==> config.mk <==
export PLATFORM = sky130hd
export DESIGN_NAME = frame_buffer
export DESIGN_NICKNAME = d
export VERILOG_FILES = /design/src/logic/plot_pkg.sv /design/src/logic/frame_buffer.sv
export SDC_FILE = /design/constraint.sdc
export NUM_CORES = 1
export LEC_CHECK = 0
export BUFFER_PORTS_ARGS = -buffer_cell sky130_fd_sc_hd__buf_2
export CAP_MARGIN = 15
export CORE_MARGIN = 3
export CORE_UTILIZATION = 37
export CTS_BUF_LIST = sky130_fd_sc_hd__clkbuf_8
export DETAILED_ROUTE_END_ITERATION = 7
export GPL_ROUTABILITY_DRIVEN = 0
export PLACE_DENSITY_LB_ADDON = 0.3
export SLEW_MARGIN = 0
export SYNTH_ARGS = -nofsm -noshare
export SYNTH_HDL_FRONTEND = slang
export SYNTH_SLANG_ARGS = --single-unit
export TNS_END_PERCENT = 5
==> constraint.sdc <==
create_clock -name CLOCK_50 -period 3.7 [get_ports CLOCK_50]
set_input_delay 0.185 -clock CLOCK_50 [delete_from_list [all_inputs] [get_ports CLOCK_50]]
set_output_delay 0.185 -clock CLOCK_50 [all_outputs]
set_load 0.03 [all_outputs]
==> src/logic/plot_pkg.sv <==
////////////////////////////////////////////////////////////////////////////
// Sizes, APB register map and derived widths for the column plot engine
// Used by scoped name from every design file, never imported
////////////////////////////////////////////////////////////////////////////
`default_nettype none

package plot_pkg;

	// Screen geometry
	localparam int COLS    = 8;
	localparam int ROWS    = 16;
	localparam int ROW_W   = 4;
	localparam int COL_W   = 3;
	localparam int PIXEL_W = 8;

	// Frame buffer, one word per pixel, row major
	localparam int FB_DEPTH  = ROWS * COLS;
	localparam int FB_ADDR_W = 7;

	// APB bus widths
	localparam int APB_ADDR_W = 12;
	localparam int APB_DATA_W = 32;

	////////////////////////////////////////////////////////////////////////
	// Register map, byte offsets
	////////////////////////////////////////////////////////////////////////

	// Column select mask, read/write
	localparam logic [APB_ADDR_W-1:0] REG_COL_SELECT = 'h000;
	// Row index, read/write
	localparam logic [APB_ADDR_W-1:0] REG_ROW        = 'h004;
	// Pixel color, read/write
	localparam logic [APB_ADDR_W-1:0] REG_COLOR      = 'h008;
	// Column done mask, read only
	localparam logic [APB_ADDR_W-1:0] REG_COL_DONE   = 'h00C;
	// Frame buffer read window, word k is pixel k
	localparam logic [APB_ADDR_W-1:0] FB_WINDOW_BASE = 'h400;

endpackage

`default_nettype wire

==> src/logic/frame_buffer.sv <==
////////////////////////////////////////////////////////////////////////////
// Pixel memory, one write port and one registered read port
// Data appears one cycle after the read address
////////////////////////////////////////////////////////////////////////////
`default_nettype none
`timescale 1ns/10ps

module frame_buffer (
	input  logic                           CLOCK_50,
	input  logic                           fb_we,
	input  logic [plot_pkg::FB_ADDR_W-1:0] fb_waddr,
	input  logic [plot_pkg::PIXEL_W-1:0]   fb_wdata,
	input  logic [plot_pkg::FB_ADDR_W-1:0] fb_raddr,
	output logic [plot_pkg::PIXEL_W-1:0]   fb_rdata
);

	// One word per pixel
	logic [plot_pkg::PIXEL_W-1:0] mem [plot_pkg::FB_DEPTH];

	// Write port
	always_ff @(posedge CLOCK_50) begin
		if (fb_we)
			mem[fb_waddr] <= fb_wdata;
	end

	// Read port, old data on a same-address collision
	always_ff @(posedge CLOCK_50) begin
		fb_rdata <= mem[fb_raddr];
	end

endmodule

`default_nettype wire

==> results.md <==
* Status: complete, no violations
* Hold WC Path Type: in2reg
* Comb power frac at 5.5%
* DRC violations left at 0
* Final hold violation count at 0
* Initial antenna violation count at 12
* Largest net degree at the start of global routing at 102
* Clock period minus worst slack at 2940 ps
* First-pass GRT wire length at ~130000 µm
* Top Ports at 32
* Mapped Area at between 0.03 and 0.04 mm²
* RSZ-0062 raised after global routing: no
* Synth top area cells: edfxtp_1 (78%), mux4_2 (19%), nor2_1 (1.2%)
* Worst setup path category: reg2reg
* Core area at 0.106 mm²
* Count of pins over their slew limit at 0
* Max-slew headroom at the worst pin at roughly a quarter
* Period utilization at around four fifths
* CTS Root Cell: clkbuf_8
* Placed Area at around 0.042 mm²
* Count of cell types in the netlist at 17
* R2R Path Start: mem[127][7]$_DFFE_PP_
* Sequential element share of the synthesized area at 77.9%
* Non-Filler Instances at ~3.4k
* Setup-violating endpoint count in the final report at 0
* Post-Synthesis Cells at 1635
* Clock network power share at 38.2%
* Drt total wl at 91700 µm
* Total gr overflow at 0
* Vias in the first global route at 19.1k
* Worst skew pair latency at about 800 ps
* 1st-iter DRT viols at 1693
* Sequential power share at between 50% and 60%
* Final core utilization at a little over two fifths
* Post-synthesis register bit count at just over 1k
* Hold-fix buffers, CTS at 8
* Worst path cell trace: mux4_2 > mux4_2 > mux4_2 > mux2_2 > dlygate4sd3_1
* Fillers at 8976
* Dpl cells at just over 3k
* Final Net Count at about 1.9k
* PortBufs at 31
* Die Ht at about 330 µm
* Crit start category: flip-flop
* Slew @ Worst Pin at roughly 1100 ps
* Post-CTS sizing at 0
* MaxCap Viol Count at 0
* CP arrival at around 3600 ps
* Post-synthesis adder-cell area fraction at 0%
* Post-synthesis net count at 1659
* Area leader, netlist: edfxtp_1
* Total Neg Setup Slack at 0 ps
* Synth Area per Inst at 24.3 µm²
* Die ar. at 0.111 mm²
* Crit-path max FO at 1
* Drt first pass iters at 5
* Initial Util at between 30% and 40%
* Worst slack, placed at 521 ps
* Most common cell after layout, fill and taps aside: edfxtp_1
* VDD IR max at roughly 300 µV
* Gr usage total at between 15 and 20%
* Synth warn at 0
* Cell area after layout at ~0.045 mm²
* Proportion of synthesized area in mux cells at 19.3%
* Crit path top cell by count: mux4_2
* Core Rows at 119
* Design Power at around 23 mW
* PnR worst setup slack at approximately 760 ps
* Slowest cell delay on critical path at 590 ps
* Clk buf depth at 3
* Reg2Reg Setup Slack at about 760 ps
* Post-synthesis xor/xnor area fraction at 0%
* Hold Startpoint: fb_raddr[6]
* Max Freq at ~340 MHz
* Vias/cell at 5.38
* Largest family of logic cells by synthesized area: multiplexers
* Most frequent cells in the layout: edfxtp_1 (1024), mux4_2 (336), clkbuf_8 (170), nor2_1 (122), buf_4 (92)
* Top-area cell type share of the netlist area at between 70 and 80%
* TritonCTS Buffers at approximately 170
* Avg WL per Cell at about 27 µm
* HPWL after DPL at between 50000 and 60000 µm
* Synth Area in Simple Gates at approximately 1.8%
* Die X at 333 µm
* Layout area overhead at 14.1%
* Layout cell share with drive strength beyond 1 at between 30% and 40%
* Sw Share at between 20% and 30%
* Hold_ws at between 80 and 90 ps
* Crit path launch: mem[127][7]$_DFFE_PP_
* CTS sink cnt at ~1.0k
* Clock H-tree levels at 4
* Vias after detailed routing at approximately 18k
* Post-route ant nets at 0
* Slowest CP cell: mux4_2
* Clock edge transition at the registers on the reported setup and hold paths at 60 ps
* CP Capture Type: flip-flop
* Net Switching at between 5 and 6 mW
* Setup repair bufs after CTS at 0
* Worst EP required at 4390 ps
* Int Pwr at between 15 and 20 mW
* CTS tree: done
* Static Leak at roughly 14 nW
* Setup Skew at 34.8 ps
* PwrDens at slightly above 500 mW/mm²
* Compound-cell area share of the yosys netlist at 0%
[cell type report]
| type | instances | area (µm²) | area share, % |
|---|---|---|---|
| timing repair buffer | 139 | 1240 | 2.75 |
| clock inverter | 129 | 639 | 1.41 |
| clock buffer | 170 | 2340 | 5.17 |
| sequential | 1032 | 30900 | 68.3 |
| antenna | 6 | 15.0 | 0.0332 |
| multi-input combinational | 514 | 8350 | 18.5 |
| tap | 1391 | 1740 | 3.85 |
[synth_stat cells]
cell and number:
nor2_1 122, dfxtp_1 8, mux2_2 8, nand2b_1 2
nand4_1 3, nand2_1 14, nor2b_1 7, buf_6 1
clkbuf_1 44, buf_2 15, nor3_1 9, or3_1 1
mux4_2 336, buf_4 11, buf_1 18, edfxtp_1 1024
nand3_1 12
[critical path: cells and delay by family, from the launching register on]
family / cells / cell delay, ps
multiplexers: 4 / 1920
buffers and inverters: 1 / 560
flip-flops: 1 / 360
[kinds of logic after synthesis]
logic type	Yosys count
DFF	1032
muxes	344
and+or+nand+nor	170
buffers and inverters	89
[registers in the layout, summed over array words and instances (netlist names)]
name and cells:
fb_rdata 8, mem 1024
[layer usage]
metal  vias to the layer above  global-route usage (%)  share of wire (%)
met5                         -                       0              0.053
met4                         8                    5.48                2.3
met3                       142                    3.77                6.6
met2                       688                    26.5                 49
met1                      9838                    23.2                 42
li1                       7520                       -                  -
[power groups by stage]
stage                     Combinational, mW  Clock, mW  Sequential, mW
after global placement                 1.25          0            13.2
after global routing                   1.33       9.57            12.9
after detailed placement               1.26          0            13.2
after floorplan                       0.653          0            13.2
final                                  1.26       8.78            12.9
after CTS                              1.27       9.02            12.9
[worst paths after layout]
check,cells after the start,end
min,3,fb_rdata[5]$_DFF_P_
max,5,fb_rdata[7]$_DFF_P_
min reg2reg,4,fb_rdata[6]$_DFF_P_
max reg2reg,5,fb_rdata[7]$_DFF_P_
Power figures use the tool's default switching activity.
