File: src/logic/plot_pkg.sv
////////////////////////////////////////////////////////////////////////////
// Sizes, APB register map and derived widths for the column plot engine
// Used by scoped name from every design file, never imported
////////////////////////////////////////////////////////////////////////////
`default_nettype none

package plot_pkg;

	// Screen geometry
	localparam int COLS    = 8;
	localparam int ROWS    = 16;
	localparam int ROW_W   = 4;
	localparam int COL_W   = 3;
	localparam int PIXEL_W = 8;

	// Frame buffer, one word per pixel, row major
	localparam int FB_DEPTH  = ROWS * COLS;
	localparam int FB_ADDR_W = 7;

	// APB bus widths
	localparam int APB_ADDR_W = 12;
	localparam int APB_DATA_W = 32;

	////////////////////////////////////////////////////////////////////////
	// Register map, byte offsets
	////////////////////////////////////////////////////////////////////////

	// Column select mask, read/write
	localparam logic [APB_ADDR_W-1:0] REG_COL_SELECT = 'h000;
	// Row index, read/write
	localparam logic [APB_ADDR_W-1:0] REG_ROW        = 'h004;
	// Pixel color, read/write
	localparam logic [APB_ADDR_W-1:0] REG_COLOR      = 'h008;
	// Column done mask, read only
	localparam logic [APB_ADDR_W-1:0] REG_COL_DONE   = 'h00C;
	// Frame buffer read window, word k is pixel k
	localparam logic [APB_ADDR_W-1:0] FB_WINDOW_BASE = 'h400;

endpackage

`default_nettype wire

File: src/logic/plot_ctrl_if.sv
////////////////////////////////////////////////////////////////////////////
// Control group between the APB register block and the plot engine
////////////////////////////////////////////////////////////////////////////
`default_nettype none
`timescale 1ns/10ps

interface plot_ctrl_if;

	// One bit per column, set by software
	logic [plot_pkg::COLS-1:0]    col_select;
	// One bit per column, set when that column has plotted
	logic [plot_pkg::COLS-1:0]    col_done;
	// Target row and pixel value for the current pass
	logic [plot_pkg::ROW_W-1:0]   row;
	logic [plot_pkg::PIXEL_W-1:0] color;

	// Host side
	modport regs (output col_select, output row, output color, input col_done);

	// Column state machines
	modport plotters (input col_select, output col_done);

	// Pixel writer
	modport arbiter (input row, input color);

endinterface

`default_nettype wire

File: src/logic/column_plotters.sv
////////////////////////////////////////////////////////////////////////////
// Bank of per-column plotters, each asks the arbiter for one pixel write
// when selected and reports done until deselected
////////////////////////////////////////////////////////////////////////////
`default_nettype none
`timescale 1ns/10ps

module column_plotters (
	input  logic                      CLOCK_50,
	input  logic                      rst_n,
	plot_ctrl_if.plotters             ctrl,
	output logic [plot_pkg::COLS-1:0] plot_req,
	input  logic [plot_pkg::COLS-1:0] plot_ack
);

	// Idle, waiting for ack, done, waiting for deselect
	typedef enum logic [1:0] {
		ST_IDLE,
		ST_WAIT_ACK,
		ST_DONE,
		ST_WAIT_DESEL
	} plot_state_t;

	plot_state_t state_q [plot_pkg::COLS];

	////////////////////////////////////////////////////////////////////////
	// One state machine per column
	////////////////////////////////////////////////////////////////////////
	for (genvar i = 0; i < plot_pkg::COLS; i++) begin : g_col
		always_ff @(posedge CLOCK_50) begin
			if (!rst_n) begin
				state_q[i] <= ST_IDLE;
			end else begin
				case (state_q[i])
					ST_IDLE: begin
						// Select seen, raise request
						if (ctrl.col_select[i])
							state_q[i] <= ST_WAIT_ACK;
					end
					ST_WAIT_ACK: begin
						// Hold request until the write happens
						if (plot_ack[i])
							state_q[i] <= ST_DONE;
					end
					ST_DONE: begin
						state_q[i] <= ST_WAIT_DESEL;
					end
					ST_WAIT_DESEL: begin
						// Drop done once software clears the bit
						if (!ctrl.col_select[i])
							state_q[i] <= ST_IDLE;
					end
					default: begin
						state_q[i] <= ST_IDLE;
					end
				endcase
			end
		end
	end

	// Request and done straight from state
	always_comb begin
		for (int i = 0; i < plot_pkg::COLS; i++) begin
			plot_req[i]      = (state_q[i] == ST_WAIT_ACK);
			ctrl.col_done[i] = (state_q[i] == ST_WAIT_DESEL);
		end
	end

endmodule

`default_nettype wire

File: src/flat_wrapper.sv
// flat-port wrapper written by rule: the top's interface ports become plain ports
module column_plotters_flat 
  (CLOCK_50, rst_n, plot_req, plot_ack, ctrl_col_select, ctrl_col_done);
  plot_ctrl_if ctrl_i ();
  input  logic CLOCK_50;
  input  logic rst_n;
  output logic [plot_pkg::COLS-1:0] plot_req;
  input  logic [plot_pkg::COLS-1:0] plot_ack;
  input wire logic [$bits(ctrl_i.col_select)-1:0] ctrl_col_select;
  output wire logic [$bits(ctrl_i.col_done)-1:0] ctrl_col_done;
  assign ctrl_i.col_select = ctrl_col_select;
  assign ctrl_col_done = ctrl_i.col_done;
  column_plotters u_core (.CLOCK_50(CLOCK_50), .rst_n(rst_n), .ctrl(ctrl_i), .plot_req(plot_req), .plot_ack(plot_ack));
endmodule
File: config.mk
export PLATFORM = sky130hd
export DESIGN_NAME = column_plotters_flat
export DESIGN_NICKNAME = d
export VERILOG_FILES = /design/src/logic/plot_pkg.sv /design/src/logic/plot_ctrl_if.sv /design/src/logic/column_plotters.sv /design/src/flat_wrapper.sv
export SDC_FILE = /design/constraint.sdc
export NUM_CORES = 1
export LEC_CHECK = 0
export ABC_AREA = 1
export CAP_MARGIN = 20
export CORE_MARGIN = 8
export CORE_UTILIZATION = 66
export DETAILED_ROUTE_END_ITERATION = 7
export DONT_BUFFER_PORTS = 1
export PLACE_DENSITY = 0.78
export SYNTH_ARGS = -nofsm -noshare
export SYNTH_HDL_FRONTEND = slang
export SYNTH_SLANG_ARGS = --single-unit
File: constraint.sdc
create_clock -name CLOCK_50 -period 1.76 [get_ports CLOCK_50]
set_clock_uncertainty 0.15 [all_clocks]
set_input_delay 0.176 -clock CLOCK_50 [delete_from_list [all_inputs] [get_ports CLOCK_50]]
set_output_delay 0.176 -clock CLOCK_50 [all_outputs]
set_load 0.1 [all_outputs]
==> results of run 1 <==
logic make-up after synthesis:
| group | synth area share, % |
|---|---|
| AOI/OAI and AO/OA | 3.90 |
| buffers and inverters | 19.4 |
| DFF | 40.5 |
| and+or+nand+nor | 36.2 |
timing repair:
item                                   CTS  global route
buffers inserted                         0             0
endpoints found under the hold margin    5             1
hold buffers                             1             1
synthesized netlist by cell type:
cell type	instances	share of area, %
nand2_1	59	19
inv_1	48	15
nor2_1	45	14
edfxtp_1	16	40
a21oi_1	8	3.4
nand2_2	3	1.6
buf_6	2	1.9
nand3_1	2	0.84
buf_12	1	1.7
buf_4	1	0.63
nand2_4	1	0.95
o22ai_1	1	0.53
cell type report:
type	count	share of cell area (%)
clock buffer	3	1.69
inverter	48	13.5
sequential	16	36.0
clock inverter	1	0.281
multi-input combinational	119	35.7
tap	25	2.34
timing repair buffer	18	10.5
report_power, final:
| part | switching, uW | total, uW | internal [uW] |
|---|---|---|---|
| Sequential | 83.6 | 642 | 558 |
| Clock | 123 | 205 | 82.4 |
| Combinational | 875 | 1100 | 229 |
| Total | 1080 | 1950 | 869 |
stage by stage:
step	std cells	hold WS, ps
4_1_cts	229	3.14
2_1_floorplan	187	284
3_3_place_gp	224	279
3_5_place_dp	224	288
5_1_grt	230	5.53
6_report	230	2.78
routing by layer:
metal  vias to the layer above  track usage (%)  part of all wire, %
li1                        580                -                    -
met1                       454             13.0                   41
met2                        23             25.4                   50
met3                         4             4.57                  7.1
met4                         0             5.24                  1.2
met5                         -                0                    0
worst paths after layout:
check	startpoint	end	cells after the start
max reg2reg	u_core.state_q[1][6]	u_core.state_q[1][7]	5
min reg2reg	u_core.state_q[0][1]	u_core.state_q[0][0]	2
max	u_core.state_q[1][1]	plot_req[4]	4
min	ctrl_col_select[4]	u_core.state_q[1][0]	2
==> flow_summary.yaml, run 1 <==
critical_path:
  reg2reg_slack_ps: 460
  crit_slowest_cell: "edfxtp_1"
  worst_path_most_repeated_cell: "inv_1"
  crit_path_max_fanout: 3
  required_ps: 1430
  cp_cell_sequence: "inv_1, nand2_1, inv_1, buf_4"
  worstPathArrival_ps: 1260
  crit_family: "buffers and inverters"
  cp-start-kind: "register"
  crit_type: "register to output pin"
  cp-end-kind: "output pin"
  cp_num_buf_inv: 3
  cpPeakStageDelay_ps: 430
floorplan:
  dieHeight_microns: 58.4
  dieArea_sq_mm: 0.00341
  start_util_pct: 69.5
  rows: 15
  die_width_microns: 58.4
  core_sq_mm: 0.00171
  io_pins: 34
logic_synthesis:
  ys_seq_elements: 16
  synth_warnings: 0
  syn-mean-instance-area_sq_um: 6.35
  syn_inst: 187
  ys_seq_area_share_pct: 40.5
  yosysUniqueCellTypes: 12
  syn_area_sq_mm: 0.00119
  syn-num-nets: 205
power:
  ir_worst_vdd_mv: 0.936
  p_leak_uw: 0.000821
  powerDensity_mw_per_mm2: 1460
  finalPower_uw: 1950
cells_and_area:
  largest_register: "u_core.state_q"
  reg_top3: "u_core.state_q (16)"
  largest_reg_flops: 16
  multiInputGateArea_sq_um: 477
  final_common_cell: "nand2_1"
  layout-drive-gt1-share_pct: 11.2
  finalNetCount: 224
  mostFrequentLayoutCells: "nand2_1, inv_1, nor2_1"
  final_cell_area_sq_mm: 0.00134
  post-route-util_pct: 78.2
  fillCellCount: 130
  area_growth_syn_to_layout_pct: 12.4
  regArea_sq_um: 480
  antenna_cells: 0
clocking:
  cts_root_buf: "clkbuf_4"
  clock_sinks: 16
  clockBufferDepth: 2
  clk_pin_slew_worst_paths_ps: 100
  cts_made_buffers: 3
  cts_tree: "yes"
  cts_max_level: 1
  post_cts_resized: 0
  clk-insertion-delay-late_ps: 290
placement:
  port_buffers: 0
  post-dp-hpwl_mm: 1.78
  dpl_cell_area_sq_mm: 0.00129
  pre_cts_slack_ps: 472
  gp_congestion: 0.666
sta:
  tightest_slew_ps: 384
  finalCritPeriodShare_pct: 90.3
  rsz0062_at_grt: "no"
  period_needed_ps: 1590
  setup_slack_ps: 171
  fin_setup_tns_ps: 0
  max_freq_ghz: 0.629
  slew_viol_final: 0
  hold_viol_final: 0
  setup_viol: 0
  slew_headroom_pct: 74.3
global_route:
  grt_overflow: 0
  grt_pass1_vias: 1010
  antenna_found_initial: 0
  grt.total_usage_pct: 13.5
  grt_pass1_wl_mm: 3.70
  grt_start_max_net_pins: 30
drt:
  route.detailed.wl_per_inst_microns: 10.0
  viasPerCell: 4.61
  ant_nets: 0
  drtPass1Iterations: 4
  drc: 0
  dr.first_iter.drc_count: 33
  wl_mm: 2.30
  vias: 1061
hold_path:
  min_path_type: "primary input to register"
run_status:
  run_status: "finished clean"
job:
  cap_violations: 0
Note: power is estimated with default switching activity, not from simulation.
==> run 2: changes to the inputs <==
--- a/config.mk
+++ b/config.mk
@@ -7,11 +7,12 @@
 export LEC_CHECK = 0
 export ABC_AREA = 1
 export CAP_MARGIN = 20
-export CORE_MARGIN = 8
-export CORE_UTILIZATION = 66
+export CORE_MARGIN = 2
+export CORE_UTILIZATION = 58
 export DETAILED_ROUTE_END_ITERATION = 7
 export DONT_BUFFER_PORTS = 1
-export PLACE_DENSITY = 0.78
+export PLACE_DENSITY = 0.7
+export SETUP_SLACK_MARGIN = 0.02
 export SYNTH_ARGS = -nofsm -noshare
 export SYNTH_HDL_FRONTEND = slang
 export SYNTH_SLANG_ARGS = --single-unit
==> flow_summary.yaml, run 2 (synthesis results as in run 1) <==
cells_and_area:
  finalNetCount: 224
  area_growth_syn_to_layout_pct: 12.3
  reg_top3: "u_core.state_q (16)"
  layout-drive-gt1-share_pct: 11.3
  mostFrequentLayoutCells: "nand2_1, inv_1, nor2_1"
  fillCellCount: 173
  post-route-util_pct: 68.7
  largest_register: "u_core.state_q"
  antenna_cells: 0
  largest_reg_flops: 16
  final_common_cell: "nand2_1"
  final_cells: 231
sta:
  tightest_slew_ps: 382
  period_needed_ps: 1560
  finalCritPeriodShare_pct: 88.9
  hold_viol_final: 0
  setup_slack_ps: 196
  fin_setup_tns_ps: 0
  rsz0062_at_grt: "no"
  max_freq_ghz: 0.639
  slew_headroom_pct: 74.5
  slew_viol_final: 0
  setup_viol: 0
global_route:
  grt_pass1_vias: 954
  antenna_found_initial: 0
  grt.total_usage_pct: 19.3
  grt_pass1_wl_mm: 3.68
  grt_overflow: 0
  grt_start_max_net_pins: 30
critical_path:
  cpPeakStageDelay_ps: 420
  cp-start-kind: "register"
  cp_cell_sequence: "inv_1, nand2_1, inv_1, buf_4"
  crit_type: "register to output pin"
  ff2ff_path_depth: 5
  r2r-end: "u_core.state_q[0][3]"
  cp-end-kind: "output pin"
  worst_path_most_repeated_cell: "inv_1"
  crit_slowest_cell: "edfxtp_1"
  reg2reg_slack_ps: 450
  worstPathArrival_ps: 1240
  required_ps: 1430
  crit_path_max_fanout: 3
  timing.rr.start: "u_core.state_q[0][3]"
clocking:
  clock_sinks: 16
  cts_tree: "yes"
  cts_made_buffers: 3
  cts_max_level: 1
  cts_root_buf: "clkbuf_4"
  clk_pin_slew_worst_paths_ps: 90
  clk-insertion-delay-late_ps: 290
  post_cts_resized: 0
  clockBufferDepth: 2
drt:
  vias: 1043
  drtPass1Iterations: 4
  drc: 0
  viasPerCell: 4.52
  dr.first_iter.drc_count: 10
  wl_mm: 2.04
  ant_nets: 0
  route.detailed.wl_per_inst_microns: 8.81
floorplan:
  rows: 16
  die_width_microns: 49.2
  io_pins: 34
  core_sq_mm: 0.00194
  dieHeight_microns: 49.2
  dieArea_sq_mm: 0.00243
  start_util_pct: 61.1
job:
  cap_violations: 0
placement:
  gp_congestion: 0.685
  port_buffers: 0
  pre_cts_slack_ps: 462
  place_inst: 226
  post-dp-hpwl_mm: 1.54
hold_path:
  min_path_type: "primary input to register"
  hp-start: "ctrl_col_select[5]"
  hold_path_end: "u_core.state_q[1][2]"
  hold_depth: 2
run_status:
  run_status: "finished clean"
power:
  p_leak_uw: 0.000820
  powerDensity_mw_per_mm2: 1450
  ir_worst_vdd_mv: 0.907
[run 2: worst max path at each step]
| stage | start | end | slack (ps) | cells past startpoint |
|---|---|---|---|---|
| floorplan | u_core.state_q[1][1] | plot_req[4] | 290 | 3 |
| global placement | u_core.state_q[1][1] | u_core.state_q[1][0] | 520 | 5 |
| detailed placement | u_core.state_q[0][3] | u_core.state_q[0][3] | 460 | 5 |
| CTS | u_core.state_q[0][7] | plot_req[3] | 190 | 4 |
| global route | u_core.state_q[1][1] | plot_req[4] | 130 | 4 |
| finish | u_core.state_q[1][1] | plot_req[4] | 200 | 4 |
[run 2: worst max-delay path, delay by kind of cell, from the launching register on]
family                 cells  cell delay, ps
AND/OR/NAND/NOR            1              90
buffers and inverters      3             450
flip-flops                 1             420
[run 2: through the flow]
stage                     total power, uW  cell area [sq um]  hold slack [ps]
after floorplan                      1560               1190              284
after global placement               1720               1290              278
final                                1930               1330            0.169
after CTS                            1940               1330            0.748
after detailed placement             1740               1290              284
after global routing                 2050               1330             15.6
[run 2: layout make-up]
type                            count  area (sq um)  area share [%]
Sequential cell                    16           480            36.0
Clock buffer                        3          22.5            1.69
Multi-Input combinational cell    119           477            35.7
Inverter                           48           180            13.5
Timing Repair Buffer               18           140            10.5
Tap cell                           27          33.8            2.53
[run 2: power breakdown]
group	internal (uW)	switching (uW)	total, uW	leakage [uW]
sequential	558	80.3	638	0.000172
combinational	229	867	1100	0.000634
clock	79.6	116	195	0.0000138
total	866	1060	1930	0.000820
[run 2: per-layer routing]
| layer | vias up | global-route usage (%) | wire length (microns) |
|---|---|---|---|
| li1 | 573 | - | - |
| met1 | 438 | 23.7 | 902 |
| met2 | 27 | 33.3 | 978 |
| met3 | 5 | 2.76 | 113 |
| met4 | 0 | 8.57 | 42 |
| met5 | - | 0 | 0 |
[run 2: timing repair]
item,4_1_cts,5_1_grt
endpoints found under the hold margin,5,0
hold buffers,2,0
buffers inserted,0,0
==> run 3: changes to the inputs <==
--- a/config.mk
+++ b/config.mk
@@ -5,7 +5,6 @@
 export SDC_FILE = /design/constraint.sdc
 export NUM_CORES = 1
 export LEC_CHECK = 0
-export ABC_AREA = 1
 export CAP_MARGIN = 20
 export CORE_MARGIN = 2
 export CORE_UTILIZATION = 58
==> flow_summary.yaml, run 3 <==
global_route:
  grt_overflow: 0
  grt_pass1_wl_mm: 2.73
  grt_pass1_vias: 650
  grt.total_usage_pct: 18.6
  antenna_found_initial: 0
  grt_start_max_net_pins: 19
logic_synthesis:
  yosysTopAreaCell: "edfxtp_1"
  synth_top_area_share_pct: 46.7
  ys_async_sr_fraction_pct: 0
  ys_seq_elements: 16
  syn-mean-instance-area_sq_um: 11.3
  synthTopCellsByArea: "edfxtp_1, and2_1, a21boi_2, nand3b_1, nand2b_1"
  syn-num-nets: 109
  synth_warnings: 0
  syn_inst: 91
  synth.most_common_cell: "edfxtp_1"
  netlist_top_cells_count: "edfxtp_1, and2_1, nand2b_1"
  synthFlopType: "edfxtp_1"
  yosysUniqueCellTypes: 13
  syn_area_sq_mm: 0.00103
  ys_seq_area_share_pct: 46.7
  synth_edf_count: 16
sta:
  setup_viol: 0
  hold_viol_final: 0
  tightest_slew_ps: 535
  rsz0062_at_grt: "no"
  finalCritPeriodShare_pct: 85.4
  setup_slack_ps: 257
  max_freq_ghz: 0.665
  period_needed_ps: 1500
  slew_headroom_pct: 64.2
  fin_setup_tns_ps: 0
  slew_viol_final: 0
placement:
  dpl_cell_area_sq_mm: 0.00117
  pre_cts_slack_ps: 416
  port_buffers: 0
  gp_congestion: 0.653
  post-dp-hpwl_mm: 1.16
cells_and_area:
  antenna_cells: 0
  layout-drive-gt1-share_pct: 34.8
  finalNetCount: 131
  largest_reg_flops: 16
  final_cell_area_sq_mm: 0.00122
  largest_register: "u_core.state_q"
  area_growth_syn_to_layout_pct: 19.0
  reg_top3: "u_core.state_q (16)"
  mostFrequentLayoutCells: "buf_4, edfxtp_1, and2_1"
clocking:
  clk_pin_slew_worst_paths_ps: 90
  cts_max_level: 1
  clock_sinks: 16
  post_cts_resized: 0
  clk-insertion-delay-late_ps: 270
  cts_tree: "yes"
  cts_made_buffers: 3
  clockBufferDepth: 2
  cts_root_buf: "clkbuf_4"
floorplan:
  io_pins: 34
  start_util_pct: 60.9
  dieArea_sq_mm: 0.00213
  die_width_microns: 46.1
  rows: 15
  dieHeight_microns: 46.1
  core_sq_mm: 0.00169
drt:
  drtPass1Iterations: 4
  vias: 724
  route.detailed.wl_per_inst_microns: 13.0
  ant_nets: 0
  wl_mm: 1.68
  viasPerCell: 5.61
  drc: 0
  dr.first_iter.drc_count: 18
job:
  cap_violations: 0
hold_path:
  hold_depth: 1
  min_path_type: "primary input to register"
power:
  p_leak_uw: 0.000459
  ir_worst_vdd_mv: 0.833
  powerDensity_mw_per_mm2: 1370
critical_path:
  ff2ff_path_depth: 2
  cp-start-kind: "register"
  cp-end-kind: "output pin"
  crit_type: "register to output pin"
  worstPathArrival_ps: 1180
  crit_path_max_fanout: 6
  required_ps: 1430
run_status:
  run_status: "finished clean"
## run 3: cell types whose count changed in the layout (fill, tap and decap cells not counted), moves of 9 or more
| cell | previous run | this run |
|---|---|---|
| and2_1 | 0 | 15 |
| inv_1 | 48 | 1 |
| nand2_1 | 59 | 0 |
| nand2b_1 | 0 | 9 |
| nor2_1 | 45 | 8 |
## run 3: what timing repair did
item,CTS,global route
hold buffers,2,1
setup buffers,0,0
hold endpoints to repair,24,1
## run 3: kinds of logic (layout without fill, tap and decap cells)
family / after synthesis / after routing / share of synthesized area, %
AND/OR/NAND/NOR: 56 / 56 / 36.0
buffers and inverters: 3 / 24 / 2.55
flip-flops: 16 / 16 / 46.7
AO/OA/AOI/OAI: 16 / 16 / 14.7
## run 3: power breakdown
group,internal (uW),switching [uW]
clock,82.1,107
sequential,534,107
combinational,231,613
total,847,827
## run 3: final cells by class
| cell class | count | area [sq um] |
|---|---|---|
| inverter | 1 | 3.75 |
| fill | 142 | 465 |
| sequential | 16 | 480 |
| timing repair buffer | 19 | 150 |
| multi-input combinational | 72 | 542 |
| clock inverter | 1 | 3.75 |
| tap | 17 | 21.3 |
| clock buffer | 3 | 22.5 |
## run 3: final timing paths
kind / endpoint / slack [ps] / start
setup / recovery: plot_req[6] / 260 / u_core.state_q[1][4]
setup reg to reg: u_core.state_q[1][4] / 400 / u_core.state_q[1][4]
hold reg to reg: u_core.state_q[0][6] / 490 / u_core.state_q[0][6]
hold / removal: u_core.state_q[1][4] / 10 / rst_n
## run 3: routing by layer
layer / share of wire [%] / routed length, microns / track usage (%)
met1: 41 / 682 / 23.4
met2: 51 / 861 / 28.6
met3: 7.0 / 118 / 5.10
met4: 1.0 / 17 / 10.3
met5: 0 / 0 / 0
## run 3: worst max-delay path, stage by stage, from the launching register on
cell	delay, ps
edfxtp_1	440
nor2b_2	170
buf_4	290
## run 3: metrics by stage
| step | hold WS (ps) | utilization (%) | cells | power, uW |
|---|---|---|---|---|
| 2_1_floorplan | 297 | - | 91 | 1350 |
| 3_3_place_gp | 257 | 69.1 | 122 | 1470 |
| 4_1_cts | 1.98 | 71.9 | 128 | 1680 |
| 5_1_grt | 0.310 | 72.4 | 129 | 1760 |
| 3_5_place_dp | 262 | 69.1 | 122 | 1480 |
| 6_report | 11.8 | 72.4 | 129 | 1670 |
