===== src/logic/plot_pkg.sv =====
////////////////////////////////////////////////////////////////////////////
// Sizes, APB register map and derived widths for the column plot engine
// Used by scoped name from every design file, never imported
////////////////////////////////////////////////////////////////////////////
`default_nettype none

package plot_pkg;

	// Screen geometry
	localparam int COLS    = 8;
	localparam int ROWS    = 16;
	localparam int ROW_W   = 4;
	localparam int COL_W   = 3;
	localparam int PIXEL_W = 8;

	// Frame buffer, one word per pixel, row major
	localparam int FB_DEPTH  = ROWS * COLS;
	localparam int FB_ADDR_W = 7;

	// APB bus widths
	localparam int APB_ADDR_W = 12;
	localparam int APB_DATA_W = 32;

	////////////////////////////////////////////////////////////////////////
	// Register map, byte offsets
	////////////////////////////////////////////////////////////////////////

	// Column select mask, read/write
	localparam logic [APB_ADDR_W-1:0] REG_COL_SELECT = 'h000;
	// Row index, read/write
	localparam logic [APB_ADDR_W-1:0] REG_ROW        = 'h004;
	// Pixel color, read/write
	localparam logic [APB_ADDR_W-1:0] REG_COLOR      = 'h008;
	// Column done mask, read only
	localparam logic [APB_ADDR_W-1:0] REG_COL_DONE   = 'h00C;
	// Frame buffer read window, word k is pixel k
	localparam logic [APB_ADDR_W-1:0] FB_WINDOW_BASE = 'h400;

endpackage

`default_nettype wire


===== src/logic/plot_ctrl_if.sv =====
////////////////////////////////////////////////////////////////////////////
// Control group between the APB register block and the plot engine
////////////////////////////////////////////////////////////////////////////
`default_nettype none
`timescale 1ns/10ps

interface plot_ctrl_if;

	// One bit per column, set by software
	logic [plot_pkg::COLS-1:0]    col_select;
	// One bit per column, set when that column has plotted
	logic [plot_pkg::COLS-1:0]    col_done;
	// Target row and pixel value for the current pass
	logic [plot_pkg::ROW_W-1:0]   row;
	logic [plot_pkg::PIXEL_W-1:0] color;

	// Host side
	modport regs (output col_select, output row, output color, input col_done);

	// Column state machines
	modport plotters (input col_select, output col_done);

	// Pixel writer
	modport arbiter (input row, input color);

endinterface

`default_nettype wire


===== src/logic/apb_plot_regs.sv =====
////////////////////////////////////////////////////////////////////////////
// APB slave for the plot engine: control registers, done mask readback,
// frame buffer read window and the post-reset clear walk
////////////////////////////////////////////////////////////////////////////
`default_nettype none
`timescale 1ns/10ps

module apb_plot_regs (
	input  logic                              CLOCK_50,
	input  logic                              rst_n,
	input  logic                              psel,
	input  logic                              penable,
	input  logic                              pwrite,
	input  logic [plot_pkg::APB_ADDR_W-1:0]   paddr,
	input  logic [plot_pkg::APB_DATA_W-1:0]   pwdata,
	output logic [plot_pkg::APB_DATA_W-1:0]   prdata,
	output logic                              pready,
	output logic                              pslverr,
	plot_ctrl_if.regs                         ctrl,
	output logic [plot_pkg::FB_ADDR_W-1:0]    fb_raddr,
	input  logic [plot_pkg::PIXEL_W-1:0]      fb_rdata,
	output logic                              clr_busy,
	output logic [plot_pkg::FB_ADDR_W-1:0]    clr_addr
);

	logic                            access;
	logic                            is_sel;
	logic                            is_row;
	logic                            is_color;
	logic                            is_done;
	logic                            win_hit;
	logic                            win_in_range;
	logic                            win_read;
	logic                            err;
	logic                            rd_wait;
	logic                            clr_done;
	logic [plot_pkg::APB_ADDR_W-1:0] win_off;

	assign access = psel & penable;

	////////////////////////////////////////////////////////////////////////
	// Address decode
	////////////////////////////////////////////////////////////////////////
	always_comb begin
		is_sel       = (paddr == plot_pkg::REG_COL_SELECT);
		is_row       = (paddr == plot_pkg::REG_ROW);
		is_color     = (paddr == plot_pkg::REG_COLOR);
		is_done      = (paddr == plot_pkg::REG_COL_DONE);
		win_hit      = (paddr >= plot_pkg::FB_WINDOW_BASE);
		win_off      = paddr - plot_pkg::FB_WINDOW_BASE;
		// Word index past the last pixel is an error
		win_in_range = win_hit && (win_off[plot_pkg::APB_ADDR_W-1:2] < plot_pkg::FB_DEPTH);
		win_read     = !pwrite && win_in_range;
		// Done mask and window are read only
		if (pwrite)
			err = !(is_sel || is_row || is_color);
		else
			err = !(is_sel || is_row || is_color || is_done || win_in_range);
	end

	// Word address into the pixel memory
	assign fb_raddr = win_off[plot_pkg::FB_ADDR_W+1:2];

	// Zero waits for registers, one wait for the window, silent during the walk
	assign pready  = access && clr_done && (!win_read || rd_wait);
	assign pslverr = pready && err;

	// Wait state flag, memory data valid the cycle after it is set
	always_ff @(posedge CLOCK_50) begin
		if (!rst_n)
			rd_wait <= 1'b0;
		else
			rd_wait <= access && clr_done && win_read && !rd_wait;
	end

	// Control registers
	always_ff @(posedge CLOCK_50) begin
		if (!rst_n) begin
			ctrl.col_select <= '0;
			ctrl.row        <= '0;
			ctrl.color      <= '0;
		end else if (pready && pwrite && !err) begin
			if (is_sel)
				ctrl.col_select <= pwdata[plot_pkg::COLS-1:0];
			if (is_row)
				ctrl.row <= pwdata[plot_pkg::ROW_W-1:0];
			if (is_color)
				ctrl.color <= pwdata[plot_pkg::PIXEL_W-1:0];
		end
	end

	// Read mux, zero extended
	always_comb begin
		prdata = '0;
		if (is_sel)
			prdata[plot_pkg::COLS-1:0] = ctrl.col_select;
		else if (is_row)
			prdata[plot_pkg::ROW_W-1:0] = ctrl.row;
		else if (is_color)
			prdata[plot_pkg::PIXEL_W-1:0] = ctrl.color;
		else if (is_done)
			prdata[plot_pkg::COLS-1:0] = ctrl.col_done;
		else if (win_in_range)
			prdata[plot_pkg::PIXEL_W-1:0] = fb_rdata;
	end

	////////////////////////////////////////////////////////////////////////
	// Clear walk, one zero write per cycle over the whole memory
	////////////////////////////////////////////////////////////////////////
	always_ff @(posedge CLOCK_50) begin
		if (!rst_n) begin
			clr_busy <= 1'b0;
			clr_done <= 1'b0;
			clr_addr <= '0;
		end else if (clr_busy) begin
			clr_addr <= clr_addr + 1'b1;
			if (clr_addr == plot_pkg::FB_ADDR_W'(plot_pkg::FB_DEPTH - 1)) begin
				clr_busy <= 1'b0;
				clr_done <= 1'b1;
			end
		end else if (!clr_done) begin
			// Kick off once reset is released
			clr_busy <= 1'b1;
		end
	end

endmodule

`default_nettype wire


===== src/flat_wrapper.sv =====
// flat-port wrapper written by rule: the top's interface ports become plain ports
module apb_plot_regs_flat 
  (CLOCK_50, rst_n, psel, penable, pwrite, paddr, pwdata, prdata, pready, pslverr, fb_raddr, fb_rdata, clr_busy, clr_addr, ctrl_col_select, ctrl_row, ctrl_color, ctrl_col_done);
  plot_ctrl_if ctrl_i ();
  input  logic CLOCK_50;
  input  logic rst_n;
  input  logic psel;
  input  logic penable;
  input  logic pwrite;
  input  logic [plot_pkg::APB_ADDR_W-1:0] paddr;
  input  logic [plot_pkg::APB_DATA_W-1:0] pwdata;
  output logic [plot_pkg::APB_DATA_W-1:0] prdata;
  output logic pready;
  output logic pslverr;
  output logic [plot_pkg::FB_ADDR_W-1:0] fb_raddr;
  input  logic [plot_pkg::PIXEL_W-1:0] fb_rdata;
  output logic clr_busy;
  output logic [plot_pkg::FB_ADDR_W-1:0] clr_addr;
  output wire logic [$bits(ctrl_i.col_select)-1:0] ctrl_col_select;
  output wire logic [$bits(ctrl_i.row)-1:0] ctrl_row;
  output wire logic [$bits(ctrl_i.color)-1:0] ctrl_color;
  input wire logic [$bits(ctrl_i.col_done)-1:0] ctrl_col_done;
  assign ctrl_col_select = ctrl_i.col_select;
  assign ctrl_row = ctrl_i.row;
  assign ctrl_color = ctrl_i.color;
  assign ctrl_i.col_done = ctrl_col_done;
  apb_plot_regs u_core (.CLOCK_50(CLOCK_50), .rst_n(rst_n), .psel(psel), .penable(penable), .pwrite(pwrite), .paddr(paddr), .pwdata(pwdata), .prdata(prdata), .pready(pready), .pslverr(pslverr), .ctrl(ctrl_i), .fb_raddr(fb_raddr), .fb_rdata(fb_rdata), .clr_busy(clr_busy), .clr_addr(clr_addr));
endmodule

===== config.mk =====
export PLATFORM = sky130hd
export DESIGN_NAME = apb_plot_regs_flat
export DESIGN_NICKNAME = d
export VERILOG_FILES = /design/src/logic/plot_pkg.sv /design/src/logic/plot_ctrl_if.sv /design/src/logic/apb_plot_regs.sv /design/src/flat_wrapper.sv
export SDC_FILE = /design/constraint.sdc
export NUM_CORES = 1
export LEC_CHECK = 0
export CAP_MARGIN = 20
export CELL_PAD_IN_SITES_DETAIL_PLACEMENT = 0
export CELL_PAD_IN_SITES_GLOBAL_PLACEMENT = 2
export CORE_UTILIZATION = 29
export DETAILED_ROUTE_END_ITERATION = 16
export DONT_BUFFER_PORTS = 1
export PLACE_DENSITY = 0.84
export SLEW_MARGIN = 0
export SYNTH_ARGS = -nofsm -noshare
export SYNTH_HDL_FRONTEND = slang
export SYNTH_SLANG_ARGS = --single-unit
export TNS_END_PERCENT = 30

===== constraint.sdc =====
create_clock -name CLOCK_50 -period 1.63 [get_ports CLOCK_50]
set_clock_uncertainty 0.2 [all_clocks]
set_input_delay 0.163 -clock CLOCK_50 [delete_from_list [all_inputs] [get_ports CLOCK_50]]
set_output_delay 0.163 -clock CLOCK_50 [all_outputs]
set_load 0.02 [all_outputs]

==> results of run 1 <==
[stage by stage]
step                      hold slack [ps]  instance area, um2
after floorplan                       125                1930
after detailed placement             92.1                2040
final                                16.3                2430
after global placement               88.4                2040
after global routing                 15.8                2430
after CTS                            6.41                2300
[sequential cells by signal, summed over array words and instances, names as in the netlist]
signal / count
u_core.ctrl.color: 8
u_core.ctrl.row: 4
u_core.clr_done: 1
u_core.ctrl.col_select: 8
u_core.rd_wait: 1
u_core.clr_busy: 1
u_core.clr_addr: 7
[logic make-up after synthesis]
| kind of cell | Yosys count | share of synthesized area |
|---|---|---|
| multiplexers | 25 | 0.158 |
| XOR/XNOR | 5 | 0.0239 |
| buffers and inverters | 44 | 0.170 |
| flip-flops | 30 | 0.328 |
| adder cells (fa/ha/maj) | 1 | 0.00682 |
| AND/OR/NAND/NOR | 73 | 0.223 |
| other | 1 | 0.00205 |
| AO/OA/AOI/OAI | 25 | 0.0894 |
[cell type report]
type / count / area, um2
clock buffers: 6 / 82.6
flip-flops and latches: 30 / 606
fillers: 616 / 3590
well taps: 75 / 93.8
multi-input cells: 153 / 1130
repair buffers: 58 / 517
inverters: 1 / 3.75
[where the power goes]
part / internal, W / switching [W] / total (W)
clock: 0.000325 / 0.000245 / 0.000569
combinational: 0.0000751 / 0.000122 / 0.000197
sequential: 0.000740 / 0.00000584 / 0.000746
total: 0.00114 / 0.000373 / 0.00151
[worst max-delay path: cells and delay by family (launching register included)]
kind / cells / cell delay, ps
multiplexers: 1 / 490
AO/OA/AOI/OAI: 1 / 260
flip-flops: 1 / 320
[final timing paths]
check,startpoint,to,depth (start not counted)
worst min-delay path,paddr[3],u_core.ctrl.col_select[2],3
worst max-delay path,u_core.ctrl.color[3],prdata[3],2
worst max register to register,u_core.clr_done,u_core.ctrl.col_select[1],5
worst min register to register,u_core.ctrl.col_select[2],u_core.ctrl.col_select[2],2
[what timing repair did]
| action | 4_1_cts | 5_1_grt |
|---|---|---|
| endpoints found under the setup margin | 30 | 26 |
| setup buffers | 1 | 3 |
| cloned | 0 | 1 |
| resized for setup | 16 | 23 |
| endpoints found under the hold margin | 30 | 0 |
| pin swaps | 1 | 10 |
| hold buffers | 11 | 0 |
[cell usage in the layout, fill, tap and decap left out, drive strengths merged, types with 4 or more instances in the layout]
| master | netlist | final |
|---|---|---|
| nand2 | 34 | 34 |
| dlygate4sd3 | 0 | 10 |
| nor2 | 4 | 4 |
| nor2b | 4 | 4 |
| and2 | 8 | 8 |
| mux2i | 21 | 21 |
| o21ai | 10 | 10 |
| dfxtp | 30 | 30 |
| conb | 1 | 24 |
| nand3 | 5 | 5 |
| buf | 36 | 47 |
| nor3b | 5 | 5 |
| clkbuf | 6 | 7 |
| a22oi | 4 | 4 |
[per-layer routing]
metal	GRT usage	routed length, um	vias up
met5	0	17	-
met4	0.0429	46	2
met3	0.0567	402	6
met2	0.249	2390	66
met1	0.153	1950	696
li1	-	-	729
==> results.toml, run 1 <==
[cts]
cts_root_buf = "clkbuf_8"
cts_num_sinks = 30
cts_buffers = 5
clock_path_buffers = 2
htreeDepth = 2
cts.reportedPaths.clkPinSlew_ps = 60
clk_latency_ps = 270
cts_tree = "yes"

[logic_synthesis]
synth_top_area_cell = "dfxtp_1"
avgSynthCellArea_um2 = 8.99
synthCells = 204
ys_warn_count = 0
ys_seq_area_frac = 0.328
ys_types = 37
ys.flop_type = "dfxtp_1"
ys_ff_latch = 30
synth_area_leaders = "dfxtp_1, buf_4, mux2i_1"
async_flop_share = 0
synth_area_mm2 = 0.00183
post-synth-top-count-cell = "nand2_1"
synth_edf_count = 0
synthTopCellsByCount = "nand2_1, buf_4, dfxtp_1"
synth_top_area_frac = 0.328

[setup_path]
cp-end-kind = "output pin"
cp.required_ps = 1270
critPathLaunchType = "register"
r2r_setup_slack_ps = 40
path_cells = "mux4_2 > a22o_4"
worstPathArrival_ps = 1340
cp_slowest_cell = "mux4_2"
max_stage_delay_ps = 490
setup.worst_path.class = "reg -> out"
cp_max_fo = 2

[floorplan]
die-area_mm2 = 0.00664
die_y_um = 81.5
start_util = 0.304
core_area_mm2 = 0.00603
row_count = 28
ios = 134
die_x_um = 81.5

[cells_and_area]
instances_no_fill = 323
n_antenna_cell = 0
final_core_util = 0.404
nets = 315
drive_above_1_share = 0.355
area_growth_pct = 32.8

[placement]
dp_cells = 301
gp_congestion = 0.653
dpl.hpwl_um = 3500
place.port_buffers = 0
pre_cts_slack_ps = -85.6

[timing]
fin_ws_ps = -72.5
slew_viol_final = 0
period_needed_ps = 1700
hold_violations = 0
period_share = 1.04
max_clock_freq_ghz = 0.587
finalSetupTns_ps = -211
final-setup-viol-count = 4
rsz0062_at_grt = "true"

[flow_run]
max_cap_viol_count = 0

[power_and_ir_drop]
finalPower_w = 0.00151
ir_worst_vdd_uv = 454
power.density_mw_per_mm2 = 622
p_leak_nw = 1.05

[global_route]
grt_pass1_wl_um = 6970
grt_max_degree = 39
antenna_found_initial = 1
grt_pass1_vias = 1488
overflow = 0
grtUsageTotal = 0.141

[detailed_routing]
ant_nets = 0
drcViolationCount = 0
wirelength_um = 4810
via_count = 1499
dr.pass1.iters = 4
viasPerCell = 4.64
wl_per_cell_um = 14.9
drt_iter0_drc = 53

[worst_hold_path]
hold_class = "in -> reg"

[run_status]
violations = "setup timing"
outcome = "finished, violations left"
Note: power is estimated with default switching activity, not from simulation.
==> run 2: changes to the inputs <==
ABC_AREA = 1   (was default)
CORE_UTILIZATION = 26   (was 29)
==> run 2 against run 1 <==
Compared with the run above: maximum frequency grew 6.8%; global-route usage fell by 1.6 points; wire length up 2.4%; count of clock-buffer cells in the layout is the same; total power up 22%; synthesized area up 5.5%; critical path depth up 4; synthesized cell count grew 50%; the flow finishes with violations (hold timing); register-to-register slack better by 80 ps.
==> results.toml, run 2 <==
[setup_path]
critPathLaunchType = "register"
r2r_setup_slack_ps = 120
crit_end = "pslverr"
worstPathArrival_ps = 1230
r2r_cells = 5
r2r-end = "u_core.clr_addr[0]"
path_cells = "inv_2 > nor2_2 > nand2_2 > buf_6 > nor3_4 > buf_6"
timing.rr.start = "u_core.clr_addr[0]"
setup.worst_path.class = "reg -> out"
cp-end-kind = "output pin"
cp_max_fo = 3
crit_start = "u_core.clr_done"
cp_slowest_cell = "dfxtp_2"
cp_common_cell = "buf_6"
max_stage_delay_ps = 340
cp.required_ps = 1270

[placement]
place.port_buffers = 0
dp_cells = 411
dpl.hpwl_um = 3690
place_area_mm2 = 0.00209
gp_congestion = 0.723

[cells_and_area]
drive_above_1_share = 0.174
n_antenna_cell = 0
final_cell_mix = "nand2_1, inv_1, nor2_1"
reg_top3 = "u_core.ctrl.col_select (8), u_core.ctrl.color (8), u_core.clr_addr (7)"
nets = 393
register_area_um2 = 602
layout_commonest_cell = "nand2_1"
final_area_mm2 = 0.00236
fillers = 815
instances_no_fill = 427
final_core_util = 0.327
multi_input_area_mm2 = 0.00101
area_growth_pct = 22.1

[global_route]
overflow = 0
grt_pass1_vias = 1600
grt_max_degree = 26
grtUsageTotal = 0.125
grt_pass1_wl_um = 7360
antenna_found_initial = 0

[cts]
cts_buffers = 5
htreeDepth = 2
ctsHoldBuffers = 5
clk_latency_ps = 270
cts_root_buf = "clkbuf_8"
cts_num_sinks = 30
clock_path_buffers = 2
cts_tree = "yes"
cts.reportedPaths.clkPinSlew_ps = 70

[logic_synthesis]
ys_ff_latch = 30
synthCells = 305
synthTopCellsByCount = "nand2_1, inv_1, nor2_1"
synth_top_area_frac = 0.311
synth_area_leaders = "dfxtp_1, nand2_1, buf_4"
synth_edf_count = 0
synth_area_mm2 = 0.00193
synth_top_area_cell = "dfxtp_1"
async_flop_share = 0
ys.flop_type = "dfxtp_1"
ys_types = 28
avgSynthCellArea_um2 = 6.34
ys_warn_count = 0
post-synth-top-count-cell = "nand2_1"
ys_seq_area_frac = 0.311

[timing]
slew_viol_final = 0
period_needed_ps = 1590
hold_violations = 23
rsz0062_at_grt = "true"
final-setup-viol-count = 0
max_clock_freq_ghz = 0.627
period_share = 0.978
hold-worst-slack_ps = -199

[run_status]
outcome = "finished, violations left"
violations = "hold timing"

[floorplan]
core_area_mm2 = 0.00721
die_x_um = 88.2
row_count = 31
die_y_um = 88.2
start_util = 0.268
ios = 134
die-area_mm2 = 0.00778

[worst_hold_path]
hold_class = "in -> reg"

[flow_run]
max_cap_viol_count = 0

[detailed_routing]
drcViolationCount = 0
wirelength_um = 4930
wl_per_cell_um = 11.5
ant_nets = 0
viasPerCell = 4.14
via_count = 1768
drt_iter0_drc = 73
dr.pass1.iters = 4

[power_and_ir_drop]
ir_worst_vdd_uv = 820
power.density_mw_per_mm2 = 785
p_leak_nw = 1.07
## run 2: worst max-delay path, delay by kind of cell (launching register included)
family,cells,cell delay (ps)
buffers and inverters,3,330
and+or+nand+nor,3,300
DFF,1,340
## run 2: cell families (layout without fill, tap and decap cells)
kind of cell    Yosys count  in the layout  synth area share
simple gates            170            170             0.392
buf+inv                  86             86             0.234
fa+ha+maj                 1              1           0.00647
flops                    30             30             0.311
other cells               1             24           0.00194
compound gates           17             17            0.0550
## run 2: through the flow
stage               power (W)  setup WS (ps)  hold slack, ps  TNS (ps)
floorplan            0.000959           46.5             113         0
global placement     0.000911           3.02            88.1         0
detailed placement   0.000912          -21.4            89.1     -38.1
CTS                   0.00187         -0.171            -213    -0.171
global route          0.00193          -44.4            -212      -128
finish                0.00185           36.0            -199         0
## run 2: how the worst min path moves through the flow
stage / startpoint / endpoint / slack, ps / cells past startpoint
6_report: rst_n / u_core.ctrl.col_select[3] / -200 / 2
2_1_floorplan: penable / u_core.rd_wait / 110 / 2
5_1_grt: rst_n / u_core.ctrl.color[3] / -210 / 2
3_5_place_dp: rst_n / u_core.clr_addr[0] / 90 / 2
3_3_place_gp: rst_n / u_core.clr_addr[0] / 90 / 2
4_1_cts: rst_n / u_core.ctrl.col_select[3] / -210 / 2
## run 2: metal layers
metal,vias to the layer above,share of wire,track usage
met3,2,0.070,0.0401
li1,933,-,-
met2,63,0.47,0.224
met5,-,0,0
met4,0,0.0034,0.0264
met1,770,0.45,0.146
## run 2: where the power goes
part	switching, W	internal, W	total [W]	leakage, nW
logic	0.000121	0.0000454	0.000167	0.754
clock network	0.000289	0.000652	0.000942	0.0714
registers	0.00000499	0.000739	0.000744	0.243
## run 2: area by class of cell
cell class                      instances  area share
Clock inverter                          2      0.0254
Sequential cell                        30       0.255
Clock buffer                            6      0.0350
Tap cell                               99      0.0525
Multi-Input combinational cell        212       0.429
Timing Repair Buffer                   30       0.125
Inverter                               48      0.0779
## run 2: what timing repair did
| item | in CTS | in global routing |
|---|---|---|
| gates cloned | 0 | 0 |
| setup buffers | 2 | 1 |
| gates resized for setup | 5 | 12 |
| pin swaps | 3 | 5 |
| endpoints found under the hold margin | 30 | 23 |
| endpoints found under the setup margin | 9 | 24 |
==> run 3: changes to the inputs <==
CORE_UTILIZATION = 27   (was 26)
CTS_BUF_LIST = sky130_fd_sc_hd__clkbuf_2 sky130_fd_sc_hd__clkbuf_4 sky130_fd_sc_hd__clkbuf_8   (was default)
PLACE_DENSITY = 0.86   (was 0.84)
==> run 3 against run 2 <==
Compared with the run above: the flow now finishes without violations; critical path depth unchanged; combinational power increased by 14%; first-iteration DRC count decreased by 1.4%; total power decreased by 15%; maximum frequency decreased by 1.9%; non-clock buffer count increased by 8; largest cell class unchanged; largest power group is now registers.
==> results.toml, run 3 (synthesized netlist as in run 2, its figures left out) <==
[setup_path]
cp_max_fo = 3
critPathLaunchType = "register"
r2r_setup_slack_ps = 90
cp.required_ps = 1270
cp-end-kind = "output pin"
setup.worst_path.class = "reg -> out"
worstPathArrival_ps = 1260

[timing]
rsz0062_at_grt = "true"
slew_headroom = 0.438
period_share = 0.997
hold_violations = 0
slew_viol_final = 0
period_needed_ps = 1620
final-setup-viol-count = 0
worst_pin_slew_ps = 844
max_clock_freq_ghz = 0.616

[floorplan]
die_x_um = 86.6
die-area_mm2 = 0.00750
die_y_um = 86.6
ios = 134
core_area_mm2 = 0.00687
start_util = 0.281
row_count = 30

[detailed_routing]
wirelength_um = 4970
drt_iter0_drc = 72
viasPerCell = 4.35
dr.pass1.iters = 4
drcViolationCount = 0
wl_per_cell_um = 11.5
via_count = 1881
ant_nets = 0

[cts]
cts_num_sinks = 30
clock_path_buffers = 2
clk_latency_ps = 280
cts_root_buf = "clkbuf_8"
cts_tree = "yes"
cts_buffers = 5
cts.reportedPaths.clkPinSlew_ps = 70
htreeDepth = 2

[cells_and_area]
area_growth_pct = 23.3
nets = 401
final_cell_mix = "nand2_1, inv_1, nor2_1"
n_antenna_cell = 0
instances_no_fill = 432
final_core_util = 0.347
drive_above_1_share = 0.161
fillers = 776
reg_top3 = "u_core.ctrl.col_select (8), u_core.ctrl.color (8), u_core.clr_addr (7)"
layout_commonest_cell = "nand2_1"

[placement]
dpl.hpwl_um = 3700
place.port_buffers = 0
dp_cells = 408
gp_congestion = 0.718

[power_and_ir_drop]
power.density_mw_per_mm2 = 658
ir_worst_vdd_uv = 413
p_leak_nw = 1.08

[flow_run]
max_cap_viol_count = 0

[global_route]
grt_max_degree = 23
grtUsageTotal = 0.138
grt_pass1_vias = 1724
antenna_found_initial = 0
overflow = 0
grt_pass1_wl_um = 7870

[run_status]
outcome = "finished, final reports clean"

[worst_hold_path]
hold_class = "in -> reg"
==> run 3: repair_timing <==
item / CTS / global route
endpoints found under the setup margin: 9 / 27
hold endpoints to repair: 30 / 0
hold buffers: 14 / 0
resized for setup: 6 / 11
buffers inserted: 2 / 0
pin swaps: 3 / 4
==> run 3: power breakdown <==
part | internal, W | leakage, nW | total, W | switching (W)
Clock | 0.000357 | 0.0517 | 0.000634 | 0.000277
Combinational | 0.0000590 | 0.789 | 0.000190 | 0.000131
Sequential | 0.000739 | 0.243 | 0.000744 | 0.00000441
Total | 0.00116 | 1.08 | 0.00157 | 0.000413
==> run 3: critical path: stages, from the launching register on <==
cell and delay, ps:
dfxtp_2 330, inv_2 40, nor2_1 100, nand2_2 100, buf_6 140, nor3_4 130
buf_6 140
==> run 3: final cells by class <==
type                       count  area (um2)  area share
sequential                    30         602       0.252
multi-input combinational    212        1000       0.420
clock inverter                 1        5.00     0.00210
timing repair buffer          38         384       0.161
inverter                      48         180      0.0756
clock buffer                   7        90.1      0.0378
tap                           96         120      0.0504
==> run 3: worst paths after layout <==
kind / cells past startpoint / to / from
worst min-delay path: 5 / u_core.ctrl.color[4] / pwrite
worst min register to register: 1 / u_core.clr_busy / u_core.clr_done
worst max register to register: 4 / u_core.clr_addr[1] / u_core.clr_busy
worst max-delay path: 6 / pslverr / u_core.clr_done
==> run 3: layer usage <==
metal  part of all wire  global-route usage
met3              0.066              0.0438
met5                  0                   0
met1               0.44               0.157
met2               0.48               0.247
met4             0.0099              0.0409
==> run 3: metrics by stage <==
step                total power [W]  area (um2)  setup WS (ps)  hold WS (ps)  setup TNS, ps
finish                      0.00157        2380           5.66           108              0
global route                0.00165        2380          -49.5           126           -127
CTS                         0.00159        2350           6.27          94.2              0
detailed placement         0.000913        2090          -10.9          91.9          -25.3
global placement           0.000912        2090          -3.44          88.7          -5.90
floorplan                  0.000959        2020           46.5           113              0
